--- src/common/dcache_params.svh ---
`ifndef DCACHE_PARAMS_SVH
`define DCACHE_PARAMS_SVH

// cache geometry
`define DC_WAYS        2
`define DC_SETS        64
`define DC_LINE_WORDS  4
`define DC_SB_DEPTH    4

// address fields: set index [9:4], word index [9:2], tag [31:10]
`define DC_WORD_LO     2
`define DC_INDEX_LO    4
`define DC_INDEX_HI    9
`define DC_TAG_LO      10

`endif
--- src/source/commit_counter.sv ---
`include "dcache_params.svh"

module commit_counter (
    input  logic clk,
    input  logic rst_n,
    input  logic inc_i,
    input  logic dec_i,
    output logic pending_o
);

    localparam int CW = $clog2(`DC_SB_DEPTH + 1);

    logic [CW-1:0] count_q;

    always_ff @(posedge clk) begin
        if (!rst_n) begin
            count_q <= '0;
        end else begin
            case ({inc_i, dec_i})
                2'b10: begin
                    // saturate at buffer depth
                    if (count_q != CW'(`DC_SB_DEPTH)) begin
                        count_q <= count_q + 1'b1;
                    end
                end
                2'b01:   count_q <= count_q - 1'b1;
                default: count_q <= count_q;
            endcase
        end
    end

    assign pending_o = |count_q;

    // a drain always follows a commit
    a_no_dec_zero: assert property (
        @(posedge clk) disable iff (!rst_n) dec_i |-> pending_o
    );

endmodule

--- config.mk ---
export PLATFORM = sky130hd
export DESIGN_NAME = commit_counter
export DESIGN_NICKNAME = d
export VERILOG_FILES = /design/src/source/commit_counter.sv
export VERILOG_INCLUDE_DIRS = /design/src /design/src/common
export SDC_FILE = /design/constraint.sdc
export NUM_CORES = 1
export LEC_CHECK = 0
export BUFFER_PORTS_ARGS = -buffer_cell sky130_fd_sc_hd__buf_2
export CORE_AREA = 2 2 39 41
export DETAILED_ROUTE_END_ITERATION = 6
export DIE_AREA = 0 0 41 43
export MAX_ROUTING_LAYER = met4
export SYNTH_ARGS = -nofsm -noshare
export SYNTH_HDL_FRONTEND = slang
export SYNTH_SLANG_ARGS = --single-unit
export TNS_END_PERCENT = 50
--- constraint.sdc ---
create_clock -name clk -period 4.8 [get_ports clk]
set_input_delay 0.24 -clock clk [delete_from_list [all_inputs] [get_ports clk]]
set_output_delay 0.24 -clock clk [all_outputs]
set_load 0.005 [all_outputs]
==> impl_metrics.py <==
metrics = {
    "route": {
        "num_vias": 216,
        "wirelength_um": 467,
        "ant_nets": 0,
        "drc": 0,
        "wl_per_cell_um": 9.53,
        "dr.first_iter.drc_count": 3,
        "avgViaCountPerCell": 4.41,
        "dr.pass1.iters": 2,
    },
    "sta": {
        "tns_ns": 0,
        "rsz0062_at_grt": "false",
        "setup_viol": 0,
        "max-slew-margin-rel_pct": 83.9,
        "finClkSkew_ns": 0.00102,
        "finalHoldViolCount": 0,
        "final_max_slew_viol_count": 0,
        "post-route-period-util_pct": 35.4,
        "setup_ws_ns": 3.10,
        "period_needed_ns": 1.70,
        "clock.fmax_mhz": 588,
        "tightest_slew_ns": 0.242,
    },
    "cts": {
        "clock_path_buffers": 2,
        "cts_setup_buffers": 0,
        "cts.htree.levels": 1,
        "postCtsHoldBufs": 0,
        "numCtsBuffers": 3,
        "clock_latency_ns": 0.23,
        "root_buffer": "clkbuf_4",
        "cts_resized": 0,
        "cts_tree": "built",
        "clk_pin_slew_ns": 0.04,
        "clkSinkCount": 3,
    },
    "cells_and_area": {
        "finalNetCount": 39,
        "antenna_cells": 0,
        "biggestRegsByFlops": "count_q: 3 flops",
        "drive_above_1_share_pct": 27.3,
        "stdcell_area_um2": 300,
        "regMostFlops": "count_q",
        "fill_cells": 151,
        "largest_register_ffs": 3,
        "seq_area_um2": 60.1,
        "area_delta_synth_final_pct": 22.4,
        "multiInputGateArea_um2": 159,
        "fin_util_pct": 21.7,
    },
    "synth": {
        "ys_warn_count": 0,
        "yosys.area.top_type": "dfxtp_1",
        "synth_xor_area_share_pct": 3.57,
        "synth_compound_gate_area_share_pct": 27.6,
        "ys_async_sr_fraction_pct": 0,
        "netlist_top_cells_area": "dfxtp_1, fa_1, a2111oi_2",
        "synth_area_um2": 245,
        "syn_area_per_cell_um2": 9.43,
        "ys_seq_elements": 3,
        "synth_top_area_share_pct": 24.5,
        "synth_adder_area_share_pct": 8.16,
        "syn_inst": 26,
        "ys_types": 20,
        "ys.flop_type": "dfxtp_1",
        "synth-edff-count": 0,
        "ys_top_cells_by_count": "inv_1, dfxtp_1, nand2_1",
        "synth-simple-area-share_pct": 21.4,
        "synth_mux_area_share_pct": 4.08,
        "synth_top_family_by_area": "compound AO/OA/AOI/OAI gates",
        "synth_fp_nets": 31,
        "ys_seq_area_share_pct": 24.5,
        "synth.most_common_cell": "inv_1",
    },
    "floorplanning": {
        "fp.dieW_um": 41,
        "core_area_um2": 1380,
        "dieHeight_um": 43,
        "num_io_pins": 5,
        "row_count": 14,
        "dieArea_um2": 1760,
        "initial_core_util_pct": 17.7,
    },
    "placement": {
        "portBuffers": 4,
        "placedInstanceArea_um2": 274,
        "pre_cts_ws_ns": 3.09,
        "place_congestion": 0.720,
        "hpwl_um": 370,
    },
    "worst_hold_path": {
        "hold_class": "input pin to flop",
    },
    "pwr": {
        "ir_drop_mv": 0.0756,
        "powerDensity_nw_per_um2": 326,
        "leakagePower_nw": 0.137,
        "fin_total_pwr_uw": 97.8,
    },
    "setup_path": {
        "worstPathArrival_ns": 1.83,
        "crit_fanout": 7,
        "cp-start-kind": "flop",
        "cp_data_required_time_ns": 4.93,
        "critPathCaptureType": "flop",
        "critPathKind": "flop to flop",
    },
    "run_status": {
        "status": "finished, final reports clean",
    },
    "global_routing": {
        "grt-ovfl-total": 0,
        "grt_max_degree": 10,
        "grt_pass1_vias": 233,
        "grt_pass1_wl_um": 883,
        "antenna_found_initial": 0,
        "grt_usage_pct": 7.82,
    },
    "run": {
        "drv_cap": 0,
    },
}
[worst paths after layout]
| path | endpoint | slack, ns | cells past startpoint | from |
|---|---|---|---|---|
| max | count_q[2] | 3.10 | 5 | count_q[0] |
| min | count_q[0] | 0.29 | 2 | rst_n |
| max reg2reg | count_q[2] | 3.10 | 5 | count_q[0] |
| min reg2reg | count_q[2] | 0.56 | 1 | count_q[2] |
[placed cells by master (no fill, tap or decap), types with 2 or more instances in the layout]
cell type  instances
inv_1              4
buf_2              4
dfxtp_1            3
clkbuf_4           3
nand2_1            2
[report_power, final]
part / internal, mW / switching (mW)
clock network: 0.0311 / 0.0123
registers: 0.0279 / 0.00409
logic: 0.0113 / 0.0111
total: 0.0704 / 0.0274
[logic make-up after synthesis]
| logic type | Yosys count |
|---|---|
| fa+ha+maj | 1 |
| buf+inv | 5 |
| simple gates | 8 |
| xor+xnor | 1 |
| compound gates | 7 |
| flops | 3 |
| mux | 1 |
[worst max-delay path, stage by stage (launching register included)]
cell,delay [ns]
dfxtp_1,0.44
inv_1,0.10
fa_1,0.45
nor3b_2,0.21
nor3_1,0.08
a2111oi_2,0.31
[per-layer routing]
metal,routed length [µm],part of all wire [%],global-route usage (%)
met1,209,45,9.32
met2,244,52,10.0
met3,14,3.0,3.14
met5,0,0,-
met4,0,0,6.00
[final cells by class]
class	instances	share of cell area [%]
clock buffers	4	8.75
well taps	16	6.67
inverters	4	5.00
flip-flops and latches	3	20.0
multi-input cells	18	52.9
repair buffers	4	6.67
[through the flow]
| stage | hold WS, ns | cells |
|---|---|---|
| after floorplan | 0.359 | 26 |
| after global routing | 0.292 | 49 |
| after detailed placement | 0.535 | 45 |
| final | 0.290 | 49 |
| after CTS | 0.288 | 49 |
| after global placement | 0.532 | 45 |
(Power assumes the default switching activity.)
