===== src/common/dcache_params.svh =====
`ifndef DCACHE_PARAMS_SVH
`define DCACHE_PARAMS_SVH

// cache geometry
`define DC_WAYS        2
`define DC_SETS        64
`define DC_LINE_WORDS  4
`define DC_SB_DEPTH    4

// address fields: set index [9:4], word index [9:2], tag [31:10]
`define DC_WORD_LO     2
`define DC_INDEX_LO    4
`define DC_INDEX_HI    9
`define DC_TAG_LO      10

`endif

===== src/common/cache_pkg.sv =====
`include "dcache_params.svh"

package cache_pkg;

    // one tag RAM element
    typedef struct packed {
        logic                     valid;
        logic [31:`DC_TAG_LO]     tag;
    } tag_entry_t;

    // one-hot way select, zero means no way
    typedef logic [`DC_WAYS-1:0] way_mask_t;

    typedef logic [31:0] word_t;

endpackage


===== src/common/lsu_pkg.sv =====
package lsu_pkg;

    // access size, matches the core encoding
    typedef enum logic [1:0] {
        SIZE_BYTE = 2'd0,
        SIZE_HALF = 2'd1,
        SIZE_WORD = 2'd2
    } mem_size_e;

    // a store waiting for commit
    typedef struct packed {
        logic                valid;
        logic [31:0]         addr;
        cache_pkg::word_t    data;
        logic [3:0]          strb;
        // hit way at push time, zero on a miss
        cache_pkg::way_mask_t way;
    } sb_entry_t;

endpackage


===== src/source/drain_fsm.sv =====
`include "dcache_params.svh"

module drain_fsm
    import cache_pkg::*;
    import lsu_pkg::*;
(
    input  logic                          clk,
    input  logic                          rst_n,
    input  logic                          pending_i,
    input  logic                          sb_empty_i,
    input  logic                          refill_valid_i,
    input  sb_entry_t                     head_i,
    output logic                          pop_o,
    output logic [`DC_WAYS-1:0][3:0]      ram_we_o,
    output logic [31:0]                   ram_addr_o,
    output word_t                         ram_wdata_o
);

    typedef enum logic {
        S_IDLE,
        S_WRITE
    } state_e;

    state_e state_q;
    state_e state_d;
    logic   drain_go;

    // refill owns the write port in its cycle
    assign drain_go = (state_q == S_WRITE) && !refill_valid_i;

    always_comb begin
        state_d = state_q;
        case (state_q)
            S_IDLE:  if (pending_i && !sb_empty_i && !refill_valid_i) state_d = S_WRITE;
            S_WRITE: if (drain_go) state_d = S_IDLE;
            default: state_d = S_IDLE;
        endcase
    end

    always_ff @(posedge clk) begin
        if (!rst_n) begin
            state_q <= S_IDLE;
        end else begin
            state_q <= state_d;
        end
    end

    // a miss store pops with no lane enabled
    always_comb begin
        ram_we_o = '0;
        for (int w = 0; w < `DC_WAYS; w++) begin
            if (drain_go && head_i.way[w]) begin
                ram_we_o[w] = head_i.strb;
            end
        end
    end

    assign pop_o       = drain_go;
    assign ram_addr_o  = head_i.addr;
    assign ram_wdata_o = head_i.data;

endmodule


===== config.mk =====
export PLATFORM = sky130hd
export DESIGN_NAME = drain_fsm
export DESIGN_NICKNAME = d
export VERILOG_FILES = /design/src/common/cache_pkg.sv /design/src/common/lsu_pkg.sv /design/src/source/drain_fsm.sv
export VERILOG_INCLUDE_DIRS = /design/src /design/src/common
export SDC_FILE = /design/constraint.sdc
export NUM_CORES = 1
export LEC_CHECK = 0
export BUFFER_PORTS_ARGS = -buffer_cell sky130_fd_sc_hd__buf_2
export CORE_AREA = 2 2 57 59
export DETAILED_ROUTE_END_ITERATION = 8
export DIE_AREA = 0 0 59 61
export GPL_ROUTABILITY_DRIVEN = 0
export HOLD_SLACK_MARGIN = 0.06
export PLACE_DENSITY = 0.79
export SETUP_SLACK_MARGIN = 0.02
export SYNTH_ARGS = -nofsm -noshare
export SYNTH_HDL_FRONTEND = slang
export SYNTH_SLANG_ARGS = --single-unit
export TNS_END_PERCENT = 1

===== constraint.sdc =====
create_clock -name clk -period 1.6 [get_ports clk]
set_input_delay 0.08 -clock clk [delete_from_list [all_inputs] [get_ports clk]]
set_output_delay 0.08 -clock clk [all_outputs]
set_load 0.005 [all_outputs]

==> metrics <==
relative max-transition margin 65.60%; synth warn 0; global-route wire length before repair 1607 um; Mapped Cells 78; Post-Syn Area 581.8 um2; switching power 10.24 uW; Seq pwr share 54.6%; Data required, critical path 1.52 ns; Synth area leader buf_4; Net Sw Frac 20.78%; CP startpoint kind flop; Post-CTS Setup Inserts 0; area grow syn2layout -59.79%; biggest registers after layout state_q (1); Util after Layout 7.924%; GRT overflow 0; final hold vios 0; number of core rows 20; Slowest Stage Delay on Critical Path 0.45 ns; post-synthesis mux area share 0%; FF+latch area 20.02 um2; Worst Clk Skew 0 ns; Die Ht 61 um; drt via density 4.385; worst reg2reg setup slack 0.59 ns; hold path depth 0; status finished, final reports clean; DIE WIDTH 59 um; fin nets 110; simple-gate area share of the yosys netlist 12.04%; Crit path arrival time 1.10 ns; crit end category output port; share of the synthesized area in the top cell type 82.58%; max capacitance violation total 0; Worst VDD drop 0.00009233 V; Worst-Skew Late Latency 0 ns; RR Startpoint state_q; Finished Layout Cells 65; Ports 149; TNS Setup 0 ns; DRT antenna net count 0; share of layout cells above drive strength 1 59.38%; largest net degree at the start of global routing 10; Fillers 358; placed cells 65; fmax 848.7 MHz; cts hold-fix bufs 0; antenna diode count 0; largest cells by area after synthesis buf_4 83%, and3_1 8.6%, dfxtp_1 3.4%; Clk pwr share 0%; Initial Util 19.70%; die area 3599 um2; Crit-path slowest cell nor2b_1; worst r2r dst state_q; Worst Max-Slew Pin Slew 0.5149 ns; I/O Buffers 19; Comb power frac 45.4%; RSZ-0062 raised after global routing false; max reg flops 1; hold endpoint ram_addr_o[21]; crit share post-route 73.64%; Seq/Total Area, Yosys 3.441%; register with the most flip-flops state_q; Cell Chain, Critical Path nor2b_1 > and3_1 > buf_2; adder-cell area share of the yosys netlist 0%; Global Route Usage Sum 6.129%; P_leak 0.0001539 uW; xor/xnor cell area share of the yosys netlist 0%; crit path buf inv count 1; Synth cell types 8; DR iter-0 viols 19; Hold Crit Class in -> out; DRT Pass-1 Iters 2; vias after detailed routing 285; CTS clock-pin slew for the worst setup and hold paths 0 ns; antenna violations before repair 0; Worst Reg-to-Reg Cells 2; Routed WL per cell 19.35 um; family with the most delay on the worst path simple AND/OR/NAND/NOR gates; Hold Startpoint head_i[59]; footprint of the multi-input gates 77.57 um2; Synth Area per Inst 7.459 um2; DRC Markers 0; vias in the first global route 291; # setup viols final 0; Internal Pwr Total 39.05 uW; max-slew violations 0; Synth Area in Compound Gates 1.290%; WS Path Type reg -> out; core area 2953 um2; Power Dens Cells 210.7 nW/um2; crit-path max FO 9; Period minus WS final 1.178 ns; largest family of logic cells by synthesized area buffers and inverters; #FFs+latches synth 1; post-cts resize count 0; final WL 1258 um; post-synth net total 154
cell usage in the layout, fill, tap and decap left out:
master,synthesis,final
nor2b_1,1,1
a21boi_1,1,1
buf_2,0,19
nand2_1,1,1
and3_1,8,8
or4b_1,1,1
dfxtp_1,1,1
synth_stat cells:
cell type,number
clkbuf_1,1
and3_1,8
a21boi_1,1
dfxtp_1,1
nand2_1,1
buf_4,64
or4b_1,1
nor2b_1,1
worst max-delay path by stage:
stage	startpoint	end	slack, ns	cells after the start
after global placement	state_q	ram_we_o[1]	0.40	3
final	state_q	ram_we_o[7]	0.42	3
after global routing	state_q	ram_we_o[6]	0.22	3
after detailed placement	state_q	ram_we_o[1]	0.37	3
after CTS	state_q	ram_we_o[7]	0.37	3
after floorplan	state_q	state_q	0.63	2
power by group through the flow:
stage	clock [uW]	sequential [uW]	combinational [uW]
global placement	0	26.9	23.0
finish	0	26.9	22.4
global route	0	27.1	26.3
floorplan	0	26.8	135
CTS	0	26.9	22.9
detailed placement	0	26.9	22.9
layout make-up:
type,count,area share (%)
repair buffers,19,40.64
multi-input cells,12,33.16
well taps,33,17.65
flip-flops and latches,1,8.556
kinds of logic (layout without fill, tap and decap cells):
group,after synthesis,after routing
buf+inv,65,19
simple gates,11,11
compound gates,1,1
flops,1,1
routing by layer:
metal / share of wire, % / global-route usage [%] / vias to the layer above
met1: 28 / 5.310 / 115
met2: 33 / 7.143 / 42
li1: - / - / 88
met5: 0 / 0 / -
met4: 18 / 12.66 / 0
met3: 21 / 2.772 / 40
per-stage QoR:
step / setup WS, ns / cell area, um2 / hold slack (ns) / power (uW)
final: 0.4218 / 234.0 / 0.1600 / 49.30
after detailed placement: 0.3748 / 234.0 / 0.1600 / 49.81
after global placement: 0.4016 / 234.0 / 0.1600 / 49.84
after global routing: 0.2199 / 234.0 / 0.1600 / 53.47
after floorplan: 0.6292 / 581.8 / 0.2259 / 161.4
after CTS: 0.3699 / 234.0 / 0.1600 / 49.83
Note: power is estimated with default switching activity, not from simulation.
