<file path="config.mk">
export PLATFORM = sky130hd
export DESIGN_NAME = dcache_pipe
export DESIGN_NICKNAME = d
export VERILOG_FILES = /design/src/common/cache_pkg.sv /design/src/common/lsu_pkg.sv /design/src/dcache/dcache_pipe.sv
export VERILOG_INCLUDE_DIRS = /design/src /design/src/common
export SDC_FILE = /design/constraint.sdc
export NUM_CORES = 1
export LEC_CHECK = 0
export BUFFER_PORTS_ARGS = -buffer_cell sky130_fd_sc_hd__buf_2
export CAP_MARGIN = 25
export CORE_AREA = 3 3 293 295
export CTS_CLUSTER_DIAMETER = 200
export DETAILED_ROUTE_END_ITERATION = 8
export DIE_AREA = 0 0 296 298
export SLEW_MARGIN = 5
export SYNTH_ARGS = -nofsm -noshare
export SYNTH_HDL_FRONTEND = slang
export SYNTH_SLANG_ARGS = --single-unit
</file>
<file path="constraint.sdc">
create_clock -name clk -period 3.61 [get_ports clk]
set_input_delay 0.1805 -clock clk [delete_from_list [all_inputs] [get_ports clk]]
set_output_delay 0.1805 -clock clk [all_outputs]
set_load 0.1 [all_outputs]
</file>
<file path="src/common/dcache_params.svh">
`ifndef DCACHE_PARAMS_SVH
`define DCACHE_PARAMS_SVH

// cache geometry
`define DC_WAYS        2
`define DC_SETS        64
`define DC_LINE_WORDS  4
`define DC_SB_DEPTH    4

// address fields: set index [9:4], word index [9:2], tag [31:10]
`define DC_WORD_LO     2
`define DC_INDEX_LO    4
`define DC_INDEX_HI    9
`define DC_TAG_LO      10

`endif
</file>
<file path="src/common/cache_pkg.sv">
`include "dcache_params.svh"

package cache_pkg;

    // one tag RAM element
    typedef struct packed {
        logic                     valid;
        logic [31:`DC_TAG_LO]     tag;
    } tag_entry_t;

    // one-hot way select, zero means no way
    typedef logic [`DC_WAYS-1:0] way_mask_t;

    typedef logic [31:0] word_t;

endpackage

</file>
<file path="src/common/lsu_pkg.sv">
package lsu_pkg;

    // access size, matches the core encoding
    typedef enum logic [1:0] {
        SIZE_BYTE = 2'd0,
        SIZE_HALF = 2'd1,
        SIZE_WORD = 2'd2
    } mem_size_e;

    // a store waiting for commit
    typedef struct packed {
        logic                valid;
        logic [31:0]         addr;
        cache_pkg::word_t    data;
        logic [3:0]          strb;
        // hit way at push time, zero on a miss
        cache_pkg::way_mask_t way;
    } sb_entry_t;

endpackage

</file>
<file path="src/dcache/dcache_pipe.sv">
`include "dcache_params.svh"

module dcache_pipe
    import cache_pkg::*;
    import lsu_pkg::*;
(
    input  logic                          clk,
    input  logic                          rst_n,
    input  logic                          req_valid_i,
    input  logic [31:0]                   req_addr_i,
    input  mem_size_e                     req_size_i,
    input  logic                          req_signed_i,
    input  word_t                         req_wdata_i,
    input  logic [3:0]                    req_strb_i,
    input  tag_entry_t [`DC_WAYS-1:0]     tag_rdata0_i,
    input  word_t [`DC_WAYS-1:0]          data_rdata0_i,
    input  tag_entry_t [`DC_WAYS-1:0]     tag_rdata1_i,
    input  word_t [`DC_WAYS-1:0]          data_rdata1_i,
    input  logic [31:0]                   wr_addr_i,
    input  logic                          wr_valid_i,
    input  sb_entry_t [`DC_SB_DEPTH-1:0]  sb_entries_i,
    input  logic                          sb_full_i,
    output logic                          ready_o,
    output logic [31:0]                   rd_addr_o,
    output logic                          rd_en_o,
    output logic                          sb_push_o,
    output sb_entry_t                     sb_entry_o,
    output logic                          resp_valid_o,
    output logic                          resp_hit_o,
    output word_t                         resp_rdata_o
);

    logic        accept;
    logic        m1_valid_q, m1_tag_conf_q, m1_data_conf_q;
    logic [31:0] m1_addr_q;
    mem_size_e   m1_size_q;
    logic        m1_signed_q;
    word_t       m1_wdata_q;
    logic [3:0]  m1_strb_q;
    logic        m1_store;

    tag_entry_t [`DC_WAYS-1:0] tag_m1;
    word_t [`DC_WAYS-1:0]      data_m1;
    way_mask_t                 tag_hit;
    word_t                     ram_word, sb_word, merged;
    logic [3:0]                sb_hit;

    logic        m2_valid_q, m2_signed_q, m2_store_q, m2_tag_hit_q;
    word_t       m2_word_q, shifted;
    logic [1:0]  m2_off_q;
    mem_size_e   m2_size_q;
    logic [3:0]  m2_byte_ok_q, rmask;

    assign m1_store = m1_valid_q && (|m1_strb_q);

    // hold off while a pushing store could overflow the buffer
    assign ready_o   = !(sb_full_i || (m1_store && sb_entries_i[`DC_SB_DEPTH-2].valid));
    assign accept    = req_valid_i && ready_o;
    assign rd_addr_o = req_addr_i;
    assign rd_en_o   = accept;

    always_ff @(posedge clk) begin
        if (!rst_n) begin
            m1_valid_q     <= 1'b0;
            m1_tag_conf_q  <= 1'b0;
            m1_data_conf_q <= 1'b0;
        end else begin
            m1_valid_q <= accept;
            // same-cycle write to the read index, take port 1 next cycle
            m1_tag_conf_q  <= accept && wr_valid_i &&
                (req_addr_i[`DC_INDEX_HI:`DC_INDEX_LO] == wr_addr_i[`DC_INDEX_HI:`DC_INDEX_LO]);
            m1_data_conf_q <= accept && wr_valid_i &&
                (req_addr_i[`DC_INDEX_HI:`DC_WORD_LO] == wr_addr_i[`DC_INDEX_HI:`DC_WORD_LO]);
        end
    end

    always_ff @(posedge clk) begin
        if (accept) begin
            m1_addr_q   <= req_addr_i;
            m1_size_q   <= req_size_i;
            m1_signed_q <= req_signed_i;
            m1_wdata_q  <= req_wdata_i;
            m1_strb_q   <= req_strb_i;
        end
    end

    // tag compare, ways are one-hot on a hit
    always_comb begin
        ram_word = '0;
        for (int w = 0; w < `DC_WAYS; w++) begin
            tag_m1[w]  = m1_tag_conf_q ? tag_rdata1_i[w] : tag_rdata0_i[w];
            data_m1[w] = m1_data_conf_q ? data_rdata1_i[w] : data_rdata0_i[w];
            tag_hit[w] = tag_m1[w].valid && (tag_m1[w].tag == m1_addr_q[31:`DC_TAG_LO]);
            if (tag_hit[w]) begin
                ram_word = ram_word | data_m1[w];
            end
        end
    end

    // oldest first, so the youngest matching store wins each byte
    always_comb begin
        sb_hit  = '0;
        sb_word = '0;
        for (int i = 0; i < `DC_SB_DEPTH; i++) begin
            for (int b = 0; b < 4; b++) begin
                if (sb_entries_i[i].valid && sb_entries_i[i].strb[b] &&
                    (sb_entries_i[i].addr[31:2] == m1_addr_q[31:2])) begin
                    sb_hit[b]         = 1'b1;
                    sb_word[8*b +: 8] = sb_entries_i[i].data[8*b +: 8];
                end
            end
        end
        for (int b = 0; b < 4; b++) begin
            merged[8*b +: 8] = sb_hit[b] ? sb_word[8*b +: 8] : ram_word[8*b +: 8];
        end
    end

    assign sb_push_o = m1_store;

    always_comb begin
        sb_entry_o       = '0;
        sb_entry_o.valid = 1'b1;
        sb_entry_o.addr  = {m1_addr_q[31:2], 2'b00};
        sb_entry_o.data  = m1_wdata_q;
        sb_entry_o.strb  = m1_strb_q;
        sb_entry_o.way   = tag_hit;
    end

    always_ff @(posedge clk) begin
        if (!rst_n) begin
            m2_valid_q <= 1'b0;
        end else begin
            m2_valid_q <= m1_valid_q;
        end
    end

    always_ff @(posedge clk) begin
        m2_word_q    <= merged;
        m2_off_q     <= m1_addr_q[1:0];
        m2_size_q    <= m1_size_q;
        m2_signed_q  <= m1_signed_q;
        m2_store_q   <= |m1_strb_q;
        m2_tag_hit_q <= |tag_hit;
        m2_byte_ok_q <= sb_hit | {4{|tag_hit}};
    end

    // read mask and right alignment
    assign shifted = m2_word_q >> {m2_off_q, 3'b000};

    always_comb begin
        case (m2_size_q)
            SIZE_BYTE: rmask = 4'b0001 << m2_off_q;
            SIZE_HALF: rmask = 4'b0011 << {m2_off_q[1], 1'b0};
            default:   rmask = 4'b1111;
        endcase
    end

    always_comb begin
        if (m2_store_q) begin
            resp_rdata_o = '0;
        end else begin
            case (m2_size_q)
                SIZE_BYTE: resp_rdata_o = {{24{m2_signed_q & shifted[7]}}, shifted[7:0]};
                SIZE_HALF: resp_rdata_o = {{16{m2_signed_q & shifted[15]}}, shifted[15:0]};
                default:   resp_rdata_o = shifted;
            endcase
        end
    end

    assign resp_valid_o = m2_valid_q;
    assign resp_hit_o   = m2_store_q ? m2_tag_hit_q : ((rmask & ~m2_byte_ok_q) == 4'b0000);

endmodule

</file>
==> out/qor_table.md <==
| Group | Metric | Reported |
|:---|:---|:---|
| run status | Status | finished clean |
| placed design | Worst slack, placed | 0.319 ns |
| final layout | Area growth syn-to-layout | 63.3% |
| power and ir drop | Maximum ir drop on the vdd rail | 0.000333 V |
| final layout | Leading cell types in the layout, fill and taps excluded | sky130_fd_sc_hd__buf_2, sky130_fd_sc_hd__xnor2_1, sky130_fd_sc_hd__mux2i_1 |
| clock network | CTS Root Buffer Type | sky130_fd_sc_hd__clkbuf_16 |
| route | Vias | 11.4k |
| synthesis | Mapped Avg Cell Area | 9.29 um^2 |
| synthesis | Cells after Synth | 1058 |
| route | Post-detailed-route count of antenna-violating nets | 0 |
| placed design | Port-buffer cells | 708 |
| synthesis | Cell area after synthesis | 0.00983 mm^2 |
| floorplan | Starting utilization of the core area | 11.8% |
| final layout | Area taken by multi-input logic gates | 0.00578 mm^2 |
| clock network | CTS tree | yes |
| final layout | Most common cell after layout, fill and taps aside | sky130_fd_sc_hd__buf_2 |
| timing | Final Hold Fails | 0 |
| timing | Final Max Slew Viols | 0 |
| setup path | Critical path data arrival time | 3.22 ns |
| clock network | Clk buf depth | 2 |
| route | Final WL | 69.2 mm |
| route | Vias per std cell | 3.94 |
| clock network | Clock network latency to the later pin of the worst-skew pair | 0.47 ns |
| clock network | Clock transition at the registers of the reported paths | 0.07 ns |
| global routing | Pin count of the biggest net entering global routing | 42 |
| global routing | Via count of the first global-routing pass | 11.3k |
| floorplan | Die outline area | 0.0882 mm^2 |
| setup path | Startpoint class of the critical path | flop |
| final layout | Share of the core filled with cells | 19.2% |
| synthesis | Synth Register Bits | 118 |
| synthesis | Yosys top cell area share | 21.7% |
| clock network | Count of H-tree levels built during CTS | 4 |
| route | DR iter-0 viols | 563 |
| setup path | CP required | 3.43 ns |
| floorplan | Die Ht | 298 um |
| worst hold path | Worst min-delay path category | in -> reg |
| global routing | GRT Residual Overflow | 0 |
| floorplan | Horiz. Die Dim | 296 um |
| synthesis | Library cell with the largest summed area after synthesis | sky130_fd_sc_hd__edfxtp_1 |
| timing | Maximum achievable frequency | 294 MHz |
| final layout | Net total in the final layout | 2378 |
| floorplan | Placement Rows | 106 |
| global routing | All-layer global routing usage | 15.1% |
| timing | Layout Skew | 0.0196 ns |
| route | Number of optimization iterations in the first detailed-route pass | 5 |
| clock network | Number of sinks driven by the clock tree | 118 |
| final layout | Ratio of cells with drive above 1 in the final layout | 49.8% |
| synthesis | Number of synthesis warnings | 0 |
| power and ir drop | Total power | 4.70 mW |
| timing | Final critical-path setup slack | 0.206 ns |
| route | Number of remaining DRC errors | 0 |
| timing | Setup repair after global routing missed its margin | no |
| global routing | Global-route wire length before repair | 90.0 mm |
| clock network | Number of buffers inserted during clock tree synthesis | 17 |
| setup path | Setup Crit Path Kind | reg -> out |
| synthesis | Count of different cell masters after synthesis | 50 |
| timing | Setup tns final | 0 ns |
| floorplan | Top Ports | 752 |
| final layout | Sequential cell area | 0.00308 mm^2 |
| placed design | Detailed Place HPWL | 58.5 mm |
| timing | Actual transition at the worst max-transition pin | 0.777 ns |
| setup path | End of the critical path | sb_entry_o[1] |
| setup path | Kind of end point of the critical path | primary output |
| power and ir drop | Leakage power total | 6.56 nW |
| timing | Setup violations, final | 0 |
| route | Routed wirelength normalized by instance count | 24.0 um |
| setup path | Setup slack, reg-to-reg | 0.43 ns |
| final layout | Fill cells | 9322 |
| setup path | Worst-path maximum fanout | 34 |
| timing | Max-Slew Margin vs Limit | 47.8% |
| synthesis | Top post-synthesis cells by area | sky130_fd_sc_hd__edfxtp_1, sky130_fd_sc_hd__xnor2_1, sky130_fd_sc_hd__dfxtp_1, sky130_fd_sc_hd__mux2i_1, sky130_fd_sc_hd__buf_4 |
| timing | Final Cycle Share | 94.3% |
| timing | Minimum clock period | 3.40 ns |
| global routing | Number of antenna violations at the first check in global routing | 43 |
| setup path | Count of cells along the worst register-to-register path | 8 |
| setup path | Reg-to-Reg End | m2_word_q[19] |
| setup path | Reg2Reg Launch Point | m1_addr_q[15] |
| floorplan | Floorplan core area | 0.0834 mm^2 |
| power and ir drop | Pwr/cell area | 293 mW/mm^2 |
| setup path | Critical Path Source | m1_addr_q[15] |
| placed design | Weighted congestion at the end of routability-driven global placement | 0.884 |
| flow run | Max-capacitance violation count | 0 |
| synthesis | Register area share after synthesis | 31.3% |
## power by group
part	switching (mW)	internal, mW
Clock	0.812	1.10
Sequential	0.0575	1.47
Combinational	0.778	0.481
## state kept, by name (all words and copies together), names as in the netlist
| signal | count |
|---|---|
| m2_byte_ok_q | 4 |
| m1_size_q | 2 |
| m2_word_q | 32 |
| m1_tag_conf_q | 1 |
| m1_signed_q | 1 |
| m2_size_q | 2 |
| m1_wdata_q | 32 |
| m2_tag_hit_q | 1 |
| resp_valid_o | 1 |
| m2_signed_q | 1 |
| m2_off_q | 2 |
| m1_valid_q | 1 |
| m2_store_q | 1 |
| m1_data_conf_q | 1 |
| m1_strb_q | 4 |
| m1_addr_q | 32 |
## worst min path at each step
stage / endpoint / startpoint / cells past startpoint
after floorplan: m1_addr_q[0] / req_addr_i[0] / 0
after global placement: m2_off_q[1] / m1_addr_q[1] / 0
after detailed placement: m2_size_q[0] / m1_size_q[0] / 0
after CTS: m1_addr_q[9] / req_addr_i[9] / 1
after global routing: m1_addr_q[8] / req_addr_i[8] / 1
final: m1_addr_q[9] / req_addr_i[9] / 1
## area by class of cell
class | count | share of cell area [%]
clock buffer | 17 | 2.65
sequential | 118 | 19.2
inverter | 42 | 0.982
tap | 1080 | 8.42
antenna | 20 | 0.312
multi-input combinational | 742 | 36.0
timing repair buffer | 845 | 31.2
clock inverter | 15 | 1.21
## cell usage after synthesis, drive strengths merged
| library cell | instances |
|---|---|
| nand2 | 91 |
| dfxtp | 47 |
| o2bb2ai | 1 |
| mux2i | 94 |
| nand3 | 15 |
| o22ai | 16 |
| a221o | 4 |
| o2111a | 1 |
| nor2 | 15 |
| buf | 99 |
| xor2 | 33 |
| xnor2 | 137 |
| a22oi | 8 |
| edfxtp | 71 |
| a2bb2oi | 10 |
| and2 | 3 |
| a211oi | 14 |
| nand2b | 2 |
| o21ai | 50 |
| o32ai | 10 |
| mux2 | 33 |
| clkbuf | 58 |
| a221oi | 14 |
| inv | 42 |
| nor3b | 8 |
| nand4 | 34 |
| nor4b | 1 |
| or4 | 3 |
| o21a | 21 |
| conb | 2 |
| or3b | 1 |
| o211ai | 2 |
| or3 | 3 |
| nor3 | 9 |
| o221ai | 14 |
| and4b | 1 |
| a21oi | 30 |
| nor2b | 8 |
| and3 | 6 |
| nor4 | 14 |
| o32a | 28 |
| or2 | 5 |
## per-layer routing
| layer | global-route usage [%] | wire [um] | up-vias |
|---|---|---|---|
| li1 | - | - | 5224 |
| met1 | 18.5 | 28600 | 5304 |
| met2 | 24.9 | 32300 | 677 |
| met3 | 4.11 | 5730 | 128 |
| met4 | 5.95 | 2380 | 18 |
| met5 | 0 | 120 | - |
## stage by stage
stage	instance area, um^2	hold slack [ns]	instances
finish	16100	0.0451	2879
global route	16000	0.0167	2865
CTS	16000	0.00175	2856
detailed placement	14600	0.327	2746
global placement	14600	0.327	2745
floorplan	9890	0.279	1059
## critical path: stages, from the launching register on
cell	delay, ns
sky130_fd_sc_hd__edfxtp_1	0.57
sky130_fd_sc_hd__buf_4	0.25
sky130_fd_sc_hd__xnor2_1	0.13
sky130_fd_sc_hd__nor4_2	0.27
sky130_fd_sc_hd__nand4_1	0.13
sky130_fd_sc_hd__or4_2	0.73
sky130_fd_sc_hd__buf_12	0.23
sky130_fd_sc_hd__nor2_1	0.20
sky130_fd_sc_hd__buf_12	0.20
## cells by family (layout without fill, tap and decap cells)
kind of cell    Yosys count  in the layout  synth area share, %
flops                   118            118                 31.3
other cells               2             23               0.0764
mux                     127            127                 13.3
simple gates            219            219                 11.2
xor+xnor                170            170                 15.1
compound gates          223            223                 18.1
buf+inv                 199            919                 11.0
## timing repair
action                     CTS  global route
hold buffers                77             0
resized for setup            1             1
gates cloned                 0             0
buffers inserted             1             3
setup endpoints to repair    2             2
hold endpoints to repair    76             0
Note: power is estimated with default switching activity, not from simulation.
