File: config.mk
export PLATFORM = sky130hd
export DESIGN_NAME = store_buffer
export DESIGN_NICKNAME = d
export VERILOG_FILES = /design/src/common/cache_pkg.sv /design/src/common/lsu_pkg.sv /design/src/store_buffer/store_buffer.sv
export VERILOG_INCLUDE_DIRS = /design/src /design/src/common
export SDC_FILE = /design/constraint.sdc
export NUM_CORES = 1
export LEC_CHECK = 0
export ABC_AREA = 1
export CORE_MARGIN = 2
export CORE_UTILIZATION = 40
export CTS_BUF_LIST = sky130_fd_sc_hd__clkbuf_16
export CTS_CLUSTER_DIAMETER = 40
export CTS_CLUSTER_SIZE = 28
export DETAILED_ROUTE_END_ITERATION = 8
export DONT_BUFFER_PORTS = 1
export GPL_TIMING_DRIVEN = 0
export PLACE_DENSITY = 0.5
export SYNTH_ARGS = -nofsm -noshare
export SYNTH_HDL_FRONTEND = slang
export SYNTH_SLANG_ARGS = --single-unit
File: constraint.sdc
create_clock -name clk -period 2.6 [get_ports clk]
set_input_delay 0.52 -clock clk [delete_from_list [all_inputs] [get_ports clk]]
set_output_delay 0.52 -clock clk [all_outputs]
set_load 0.01 [all_outputs]
File: src/common/dcache_params.svh
`ifndef DCACHE_PARAMS_SVH
`define DCACHE_PARAMS_SVH

// cache geometry
`define DC_WAYS        2
`define DC_SETS        64
`define DC_LINE_WORDS  4
`define DC_SB_DEPTH    4

// address fields: set index [9:4], word index [9:2], tag [31:10]
`define DC_WORD_LO     2
`define DC_INDEX_LO    4
`define DC_INDEX_HI    9
`define DC_TAG_LO      10

`endif
File: src/common/cache_pkg.sv
`include "dcache_params.svh"

package cache_pkg;

    // one tag RAM element
    typedef struct packed {
        logic                     valid;
        logic [31:`DC_TAG_LO]     tag;
    } tag_entry_t;

    // one-hot way select, zero means no way
    typedef logic [`DC_WAYS-1:0] way_mask_t;

    typedef logic [31:0] word_t;

endpackage

File: src/common/lsu_pkg.sv
package lsu_pkg;

    // access size, matches the core encoding
    typedef enum logic [1:0] {
        SIZE_BYTE = 2'd0,
        SIZE_HALF = 2'd1,
        SIZE_WORD = 2'd2
    } mem_size_e;

    // a store waiting for commit
    typedef struct packed {
        logic                valid;
        logic [31:0]         addr;
        cache_pkg::word_t    data;
        logic [3:0]          strb;
        // hit way at push time, zero on a miss
        cache_pkg::way_mask_t way;
    } sb_entry_t;

endpackage

File: src/store_buffer/store_buffer.sv
`include "dcache_params.svh"

module store_buffer
    import lsu_pkg::*;
(
    input  logic                          clk,
    input  logic                          rst_n,
    input  logic                          push_i,
    input  sb_entry_t                     push_entry_i,
    input  logic                          pop_i,
    output sb_entry_t                     head_o,
    output sb_entry_t [`DC_SB_DEPTH-1:0]  entries_o,
    output logic                          full_o,
    output logic                          empty_o
);

    localparam int D  = `DC_SB_DEPTH;
    localparam int PW = $clog2(D);

    sb_entry_t [D-1:0] slot_q;
    logic [PW-1:0]     head_q;
    logic [PW-1:0]     tail_q;
    logic [PW:0]       count_q;

    always_ff @(posedge clk) begin
        if (!rst_n) begin
            head_q  <= '0;
            tail_q  <= '0;
            count_q <= '0;
        end else begin
            if (push_i) begin
                tail_q <= tail_q + 1'b1;
            end
            if (pop_i) begin
                head_q <= head_q + 1'b1;
            end
            case ({push_i, pop_i})
                2'b10:   count_q <= count_q + 1'b1;
                2'b01:   count_q <= count_q - 1'b1;
                default: count_q <= count_q;
            endcase
        end
    end

    // new entry lands at the tail
    always_ff @(posedge clk) begin
        if (push_i) begin
            slot_q[tail_q] <= push_entry_i;
        end
    end

    // index 0 is the oldest, valid comes from the occupancy
    always_comb begin
        for (int i = 0; i < D; i++) begin
            entries_o[i]       = slot_q[head_q + PW'(i)];
            entries_o[i].valid = (count_q > (PW+1)'(i));
        end
    end

    assign head_o  = entries_o[0];
    assign full_o  = (count_q == (PW+1)'(D));
    assign empty_o = (count_q == '0);

    // ready_o and the drain FSM keep these from happening
    a_no_push_full: assert property (
        @(posedge clk) disable iff (!rst_n) push_i |-> !full_o || pop_i
    );
    a_no_pop_empty: assert property (
        @(posedge clk) disable iff (!rst_n) pop_i |-> !empty_o
    );

endmodule

==> flow_metrics.tcl, run 1 <==
set metrics [dict create \
    synth_seq_cells 287 \
    ys_seq_area_share_pct 53.75 \
    cts_made_buffers 46 \
    leakage_nw 8.773 \
    setup_ws_ns -0.01512 \
    clk_latency_ns 0.56 \
    antenna_found_initial 0 \
    fin_crit_ns 2.615 \
    r2r_cells 5 \
    vdd_ir_drop_max_mv 0.5618 \
    tritoncts "built" \
    fillers 3434 \
    pre_cts_slack_ns -0.5980 \
    drtPass1Iterations 5 \
    postRouteAntennaNets 0 \
    r2r-start "tail_q[0]$_SDFFE_PN0P_" \
    fin_hold_ws_ns 0.04308 \
    timing.rr.end "slot_q[35]$_DFFE_PP_" \
    layout-drive-gt1-share_pct 33.16 \
    gp_routability_congestion 0.8343 \
    grt_pass1_vias 12458 \
    worstPathArrival_ns 2.10 \
    final-hold-violation-count 0 \
    dieArea_um2 41370 \
    drt_wl_total_um 54140 \
    hp-class "input pin to flop" \
    crit_end "head_o[50]" \
    detail_route.wl_per_cell_um 22.33 \
    endpoint_kind "output port" \
    period_share_pct 100.6 \
    timing.max_cap.violations 0 \
    placed_cell_area_um2 16680 \
    grt_overflow_total 0 \
    die_y_um 203.4 \
    nets 1952 \
    via_per_inst 5.320 \
    failed_checks "setup timing" \
    die_x_um 203.4 \
    area_delta_synth_final_pct 36.74 \
    cts_buffer_depth 3 \
    drt_first_iter_violations 799 \
    grt_max_degree 50 \
    rows 73 \
    io_pins 432 \
    cts.htree.levels 2 \
    worstPathRequired_ns 2.08 \
    cts_root_buf "clkbuf_16" \
    vias 12901 \
    drc 0 \
    syn-cell-area_um2 15900 \
    synth_nets 1873 \
    yosysUniqueCellTypes 20 \
    clkSinkCount 287 \
    core-area_um2 39460 \
    path_clk_slew_ns 0.05 \
    grt.total_usage_pct 24.87 \
    setup_violations 2 \
    antenna_cells 0 \
    worstPathMaxFanout 8 \
    crit_start "head_q[0]$_SDFFE_PN0P_" \
    grt_pass1_wl_um 76820 \
    slew_headroom_pct 58.32 \
    cts_hold_buffers 0 \
    syn_inst 1787 \
    final_max_slew_viol_count 0 \
    stdcell_area_um2 21750 \
    cp-start-kind "flop" \
    outcome "finished, violations left" \
    max_freq_mhz 382.4 \
    critical_path_class "flop to output port" \
    yosys_warnings 0 \
    hpwl_um 35500 \
    reg2reg_slack_ns 0.78 \
    start_util_pct 40.30 \
    portBuffers 0 \
    cellPowerDensity_nw_per_um2 751.2 \
    worst_pin_slew_ns 0.6252 \
    syn-mean-instance-area_um2 8.899 \
    rsz0062_at_grt "true" \
    skew_ns 0.01124 \
]
## cell usage in the layout (no fill, tap or decap), drive strengths merged
master	n
a211oi	1
a21oi	6
a22oi	1
buf	170
bufinv	6
clkbuf	86
clkinv	18
clkinvlp	2
dfxtp	7
edfxtp	280
ha	11
inv	167
mux2i	140
nand2	712
nor2	4
o21ai	286
xnor2	3
## cells in the mapped netlist
| library cell | number | area [um^2] |
|---|---|---|
| a211oi_1 | 1 | 7.510 |
| dfxtp_1 | 7 | 140.1 |
| buf_2 | 60 | 300.3 |
| nor2_1 | 4 | 15.01 |
| nand2_1 | 712 | 2673 |
| buf_4 | 73 | 548.0 |
| edfxtp_1 | 280 | 8408 |
| xnor2_1 | 2 | 17.52 |
| ha_1 | 11 | 137.6 |
| xnor2_2 | 1 | 16.27 |
| inv_2 | 1 | 3.750 |
| clkbuf_1 | 41 | 153.9 |
| inv_1 | 156 | 585.6 |
| a21oi_1 | 6 | 30.03 |
| a22oi_1 | 1 | 7.510 |
| o21ai_0 | 200 | 1001 |
| o21ai_1 | 86 | 430.4 |
| buf_1 | 4 | 15.01 |
| buf_6 | 1 | 11.26 |
| mux2i_1 | 140 | 1401 |
## worst max-delay path, stage by stage (launching register included)
cell,delay [ns]
dfxtp_4,0.36
buf_12,0.14
buf_12,0.15
clkbuf_16,0.18
clkbuf_16,0.17
nand2_4,0.06
o21ai_4,0.06
mux2i_4,0.25
buf_6,0.15
## cell type report
type,instances,area [um^2],share of cell area (%)
Buffer,179,1872,8.608
Clock buffer,46,1151,5.293
Clock inverter,36,377.9,1.738
Inverter,157,604.3,2.779
Multi-Input combinational cell,1164,7950,36.56
Sequential cell,287,8553,39.33
Tap cell,525,656.9,3.021
Timing Repair Buffer,31,580.6,2.670
## logic make-up (layout without fill, tap and decap cells)
| kind of cell | count (synthesis) | after routing | share of synthesized area, % |
|---|---|---|---|
| XOR/XNOR | 3 | 3 | 0.2125 |
| AO/OA/AOI/OAI | 294 | 294 | 9.284 |
| buffers and inverters | 336 | 449 | 10.17 |
| flip-flops | 287 | 287 | 53.75 |
| multiplexers | 140 | 140 | 8.812 |
| AND/OR/NAND/NOR | 716 | 716 | 16.90 |
| adder cells (fa/ha/maj) | 11 | 11 | 0.8654 |
## state kept, by name, summed over array words and instances (netlist names)
name	count
count_q	3
tail_q	2
head_q	2
slot_q	280
## power by group
part	total (mW)	internal [mW]	switching, mW
registers	5.40	5.30	0.0962
logic	4.87	1.79	3.09
clock network	6.06	3.84	2.22
## per-layer routing
metal  GRT usage [%]  routed length [um]  up-vias
li1                -                   -     6018
met1           30.58               21290     6264
met2           41.02               26400      518
met3           8.118                4785      101
met4           8.837                1664        0
met5               0                   0        -
## worst min-delay path by stage
stage                            from                      to  slack (ns)  cells past startpoint
5_1_grt              push_entry_i[56]   slot_q[269]$_DFFE_PP_        0.01                      0
3_5_place_dp   tail_q[1]$_SDFFE_PN0P_  tail_q[1]$_SDFFE_PN0P_        0.54                      2
2_1_floorplan  tail_q[1]$_SDFFE_PN0P_  tail_q[1]$_SDFFE_PN0P_        0.49                      2
4_1_cts              push_entry_i[56]   slot_q[269]$_DFFE_PP_        0.01                      0
6_report                        pop_i  head_q[1]$_SDFFE_PN0P_        0.04                      1
3_3_place_gp   tail_q[1]$_SDFFE_PN0P_  tail_q[1]$_SDFFE_PN0P_        0.51                      2
## stage by stage
stage	power (mW)	TNS (ns)	cells	util [%]
finish	16.33	-0.01727	2425	55.11
floorplan	7.959	0	1787	-
CTS	15.87	-1.195	2414	50.93
detailed placement	8.972	-45.38	2316	42.27
global placement	8.954	-377.20	2312	41.97
global route	16.98	-2.372	2425	55.11
## repair_timing
action | 4_1_cts | 5_1_grt
pin swaps | 4 | 31
setup endpoints to repair | 350 | 224
gates resized for setup | 516 | 434
cloned | 5 | 9
buffers inserted | 11 | 2
(Power assumes the default switching activity.)
==> inputs of run 2 (changes only) <==
--- a/config.mk
+++ b/config.mk
@@ -6,7 +6,6 @@
 export SDC_FILE = /design/constraint.sdc
 export NUM_CORES = 1
 export LEC_CHECK = 0
-export ABC_AREA = 1
 export CORE_MARGIN = 2
 export CORE_UTILIZATION = 40
 export CTS_BUF_LIST = sky130_fd_sc_hd__clkbuf_16
==> run 2 against run 1 <==
Against the previous run: the run still ends with setup timing left; synthesized cell count shrank 58%; design area shrank 7.1%; via count shrank 30%; wire length shrank 8.9%; non-clock buffer count shrank 43.
==> flow_metrics.tcl, run 2 <==
set metrics [dict create \
    setup_violations 120 \
    r2r_cells 4 \
    io_pins 432 \
    final-hold-violation-count 0 \
    outcome "finished, violations left" \
    tritoncts "built" \
    endpoint_kind "output port" \
    dpl.cell_count 1287 \
    total_switching_power_mw 4.148 \
    cts.htree.levels 2 \
    via_per_inst 6.427 \
    p_seq_share_pct 34.6 \
    gp_routability_congestion 0.8062 \
    synth_area_leaders "edfxtp_1 51%, mux4_2 38%, buf_4 3.6%, buf_12 2.7%, dfxtp_1 0.85%" \
    synth_seq_cells 287 \
    internal_power_mw 11.78 \
    synth-main-ff-cell "edfxtp_1" \
    slew_headroom_pct 51.74 \
    drtPass1Iterations 5 \
    power.share.clock_pct 43.9 \
    reg.largest.list "slot_q: 280 flops, count_q: 3 flops" \
    antenna_cells 0 \
    dieArea_um2 42830 \
    pwr-share-comb_pct 21.5 \
    syn_inst 751 \
    syn-cell-area_um2 16470 \
    postRouteAntennaNets 0 \
    die_x_um 206.9 \
    syn-mean-instance-area_um2 21.94 \
    grt.total_usage_pct 22.07 \
    detail_route.wl_per_cell_um 35.15 \
    drc 0 \
    regMostFlops "slot_q" \
    power_mw 15.92 \
    worstPathMaxFanout 5 \
    die_y_um 206.9 \
    path_clk_slew_ns 0.05 \
    start_util_pct 40.44 \
    layout-drive-gt1-share_pct 61.24 \
    timing.max_cap.violations 0 \
    min_delay_path_depth 0 \
    synth_top_area_cell "edfxtp_1" \
    antenna_found_initial 0 \
    multiInputGateArea_um2 6649 \
    synth_top_area_share_pct 51.04 \
    rows 74 \
    netSwitchingFraction_pct 26.05 \
    largest_register_ffs 280 \
    grt_max_degree 41 \
    setup_ws_ns -0.04432 \
    area_delta_synth_final_pct 22.63 \
    grt_overflow_total 0 \
    yosys_warnings 0 \
    clk_latency_ns 0.56 \
    final_cell_mix "280 x mux4_2, 280 x edfxtp_1, 95 x buf_6" \
    grt_pass1_vias 9293 \
    vias 9023 \
    hp-class "input pin to flop" \
    fin_crit_ns 2.644 \
    async_reset_ff_share_pct 0 \
    portBuffers 0 \
    final_max_slew_viol_count 0 \
    rsz0062_at_grt "true" \
    critical_path_class "flop to output port" \
    cellPowerDensity_nw_per_um2 788.2 \
    ys_seq_area_share_pct 51.89 \
    hpwl_um 31970 \
    pre_cts_slack_ns 0.1549 \
    drt_wl_total_um 49350 \
    skew_ns 0.01235 \
    cts_root_buf "clkbuf_16" \
    failed_checks "setup timing" \
    cp-start-kind "flop" \
    worst_pin_slew_ns 0.7238 \
    synth_edf_count 280 \
    max_freq_mhz 378.2 \
    cts_buffer_depth 3 \
    nets 920 \
    vdd_ir_drop_max_mv 0.5160 \
    cts_made_buffers 48 \
    worstPathRequired_ns 2.08 \
    grt_pass1_wl_um 67350 \
    period_share_pct 101.7 \
    leakage_nw 6.454 \
    synth_top_cells_by_count "280 x edfxtp_1, 280 x mux4_2, 79 x buf_4" \
    core-area_um2 40740 \
    ff_latch_area_um2 8549 \
    drt_first_iter_violations 741 \
    worstPathArrival_ns 2.12 \
    fillers 3230 \
    yosysUniqueCellTypes 21 \
    final_cell_count_no_fill 1404 \
    synth_nets 837 \
    clkSinkCount 287 \
]
-- run 2: area by class of cell --
cell class                      count  area share, %
Tap cell                          532          3.295
Inverter                            7         0.1301
Multi-Input combinational cell    323          32.91
Clock inverter                     39          2.812
Clock buffer                       49          6.069
Sequential cell                   287          42.32
Timing Repair Buffer               34          3.679
Buffer                            133          8.788
-- run 2: power groups by stage --
stage,Combinational (mW),Sequential (mW),Clock [mW]
after floorplan,2.35,5.53,0
after global placement,3.02,5.57,0
after detailed placement,3.03,5.58,0
after CTS,3.37,5.50,7.12
after global routing,3.60,5.52,7.32
final,3.43,5.50,6.99
-- run 2: cell families (layout without fill, tap and decap cells) --
kind of cell	Yosys count	after routing	synth area share [%]
adder cells (fa/ha/maj)	11	11	0.8354
flip-flops	287	287	51.89
XOR/XNOR	5	5	0.2659
AND/OR/NAND/NOR	19	19	0.6227
buffers and inverters	141	262	7.815
multiplexers	281	281	38.34
AO/OA/AOI/OAI	7	7	0.2355
-- run 2: path summary, 6_finish.rpt --
path,from,end,slack [ns]
worst min-delay path,push_entry_i[47],slot_q[47]$_DFFE_PP_,0.05
worst min register to register,tail_q[1]$_SDFFE_PN0P_,tail_q[1]$_SDFFE_PN0P_,0.58
worst max-delay path,head_q[0]$_SDFFE_PN0P_,head_o[49],-0.04
worst max register to register,tail_q[1]$_SDFFE_PN0P_,slot_q[90]$_DFFE_PP_,0.72
-- run 2: per-layer routing --
layer / vias to the layer above / GRT usage [%] / routed length, um
met2: 504 / 37.44 / 25760
met3: 71 / 7.708 / 4898
met4: 0 / 7.219 / 1077
met1: 4961 / 26.38 / 17610
met5: - / 0 / 0
li1: 3487 / - / -
-- run 2: repair_timing --
item | 4_1_cts | 5_1_grt
pin swaps | 0 | 0
gates resized for setup | 143 | 19
setup buffers | 11 | 2
hold buffers | 0 | 0
endpoints found under the setup margin | 340 | 157
gates cloned | 7 | 13
-- run 2: worst max-delay path, stage by stage (launching register included) --
cell,delay (ns)
dfxtp_2,0.33
buf_8,0.14
buf_16,0.13
buf_12,0.11
buf_12,0.11
mux4_2,0.58
buf_6,0.16
-- run 2: through the flow --
step	TNS, ns	util [%]	hold WS [ns]	instance area [um^2]
floorplan	0	-	0.4915	16480
global placement	-289.78	42.08	0.5192	17140
detailed placement	0	42.37	0.5752	17260
CTS	-8.190	48.71	0.01261	19840
global route	-17.99	49.59	0.02441	20200
finish	-2.021	49.59	0.05179	20200
==> inputs of run 3 (changes only) <==
--- a/config.mk
+++ b/config.mk
@@ -14,6 +14,7 @@
 export DETAILED_ROUTE_END_ITERATION = 8
 export DONT_BUFFER_PORTS = 1
 export GPL_TIMING_DRIVEN = 0
+export MAX_ROUTING_LAYER = met4
 export PLACE_DENSITY = 0.5
 export SYNTH_ARGS = -nofsm -noshare
 export SYNTH_HDL_FRONTEND = slang
==> run 3 against run 2 <==
Against the previous run: the flow still finishes with violations (setup timing); die area unchanged; fmax decreased by 0.29%; design area decreased by 0.15%; sequential share of layout area increased by 0.063 points; first-iteration DRC count decreased by 1.6%; critical endpoint unchanged; largest cell class unchanged; largest power group unchanged.
==> flow_metrics.tcl, run 3 (synthesis gave the netlist of run 2 again) <==
set metrics [dict create \
    core-area_um2 40740 \
    cts.htree.levels 2 \
    setup_violations 124 \
    pwr-share-comb_pct 21.5 \
    reg.largest.list "slot_q: 280 flops, count_q: 3 flops" \
    clkSinkCount 287 \
    drt_wl_total_um 49270 \
    skew_ns 0.01335 \
    total_switching_power_mw 4.133 \
    critPathBufInv 5 \
    timing.max_cap.violations 0 \
    critical_path_class "flop to output port" \
    fin_hold_ws_ns 0.05139 \
    period_share_pct 102.0 \
    cts_hold_buffers 0 \
    cp-start-kind "flop" \
    dieArea_um2 42830 \
    portBuffers 0 \
    vdd_ir_drop_max_mv 0.5147 \
    slew_headroom_pct 50.93 \
    drtPass1Iterations 5 \
    tritoncts "built" \
    worstPathRequired_ns 2.08 \
    fin_setup_tns_ns -2.527 \
    outcome "finished, violations left" \
    cpMaxStageDelayCell "mux4_2" \
    max_freq_mhz 377.1 \
    die_y_um 206.9 \
    rows 74 \
    die_x_um 206.9 \
    netSwitchingFraction_pct 26.00 \
    drc 0 \
    endpoint_kind "output port" \
    cts_made_buffers 48 \
    clk_latency_ns 0.56 \
    postRouteAntennaNets 0 \
    layout-drive-gt1-share_pct 61.19 \
    via_per_inst 6.421 \
    area_delta_synth_final_pct 22.45 \
    power.share.clock_pct 43.9 \
    internal_power_mw 11.77 \
    max_stage_delay_ns 0.58 \
    grt_pass1_vias 9339 \
    fin_crit_ns 2.652 \
    start_util_pct 40.44 \
    crit_family "buffers and inverters" \
    final-hold-violation-count 0 \
    worstPathArrival_ns 2.13 \
    nets 919 \
    stdcell_area_um2 20170 \
    grt_overflow_total 0 \
    final_cell_count_no_fill 1404 \
    worstPathMaxFanout 5 \
    setup_ws_ns -0.05189 \
    p_seq_share_pct 34.6 \
    crit_path_frequent_cell "buf_12" \
    hp-class "input pin to flop" \
    fillers 3231 \
    cts_buffer_depth 3 \
    placed_cell_area_um2 17260 \
    antenna_found_initial 0 \
    io_pins 432 \
    cp_cell_sequence "buf_8 > buf_16 > buf_12 > buf_12 > mux4_2 > buf_6" \
    final_max_slew_viol_count 0 \
    grt_max_degree 41 \
    drt_first_iter_violations 729 \
    final_cell_mix "280 x mux4_2, 280 x edfxtp_1, 95 x buf_6" \
    largest_register_ffs 280 \
    vias 9015 \
    ff_latch_area_um2 8549 \
    hpwl_um 31970 \
    dpl.cell_count 1287 \
    cts_root_buf "clkbuf_16" \
    grt_pass1_wl_um 67100 \
    regMostFlops "slot_q" \
    gp_routability_congestion 0.8197 \
    path_clk_slew_ns 0.05 \
    rsz0062_at_grt "true" \
    multiInputGateArea_um2 6649 \
    grt.total_usage_pct 22.69 \
    failed_checks "setup timing" \
    leakage_nw 6.440 \
    cellPowerDensity_nw_per_um2 788.1 \
    worst_pin_slew_ns 0.7361 \
    power_mw 15.90 \
    detail_route.wl_per_cell_um 35.09 \
]
==> run 3: changes by cell type in the layout (fill, tap and decap cells not counted) <==
| cell | before | now |
|---|---|---|
| buf_12 | 30 | 31 |
| diode_2 | 0 | 1 |
| clkbuf_16 | 62 | 61 |
| buf_16 | 13 | 12 |
==> run 3: what timing repair did <==
| action | in CTS | in global routing |
|---|---|---|
| pin swaps | 0 | 0 |
| setup buffers | 11 | 2 |
| setup endpoints to repair | 340 | 156 |
| resized for setup | 143 | 18 |
| cloned | 7 | 12 |
==> run 3: metal layers <==
layer / track usage [%] / vias to the layer above / share of wire, % / wire, um
li1: - / 3486 / - / -
met1: 26.22 / 4957 / 36 / 17650
met2: 37.55 / 503 / 52 / 25720
met3: 7.645 / 69 / 9.9 / 4869
met4: 6.991 / 0 / 2.1 / 1026
met5: - / - / 0 / 0
==> run 3: cell type report <==
type	count	share of cell area, %
antenna	1	0.01240
buffer	133	8.764
sequential	287	42.38
tap	532	3.300
timing repair buffer	33	3.560
multi-input combinational	323	32.96
clock buffer	49	6.078
clock inverter	39	2.816
inverter	7	0.1302
==> run 3: final timing paths <==
| path | endpoint | cells past startpoint | slack [ns] | start |
|---|---|---|---|---|
| max | head_o[49] | 6 | -0.05 | head_q[0]$_SDFFE_PN0P_ |
| min | slot_q[47]$_DFFE_PP_ | 0 | 0.05 | push_entry_i[47] |
| max reg2reg | slot_q[90]$_DFFE_PP_ | 4 | 0.71 | tail_q[1]$_SDFFE_PN0P_ |
| min reg2reg | tail_q[1]$_SDFFE_PN0P_ | 2 | 0.58 | tail_q[1]$_SDFFE_PN0P_ |
==> run 3: per-stage QoR <==
stage	setup slack, ns	utilization (%)
3_5_place_dp	0.1549	42.37
5_1_grt	-0.1394	49.51
2_1_floorplan	0.002588	-
3_3_place_gp	-1.860	42.08
4_1_cts	-0.1632	48.71
6_report	-0.05189	49.52
==> run 3: power by group through the flow <==
| stage | clock, mW | combinational (mW) | sequential, mW |
|---|---|---|---|
| floorplan | 0 | 2.35 | 5.53 |
| global placement | 0 | 3.02 | 5.57 |
| detailed placement | 0 | 3.03 | 5.58 |
| CTS | 7.12 | 3.37 | 5.50 |
| global route | 7.31 | 3.59 | 5.52 |
| finish | 6.98 | 3.42 | 5.50 |
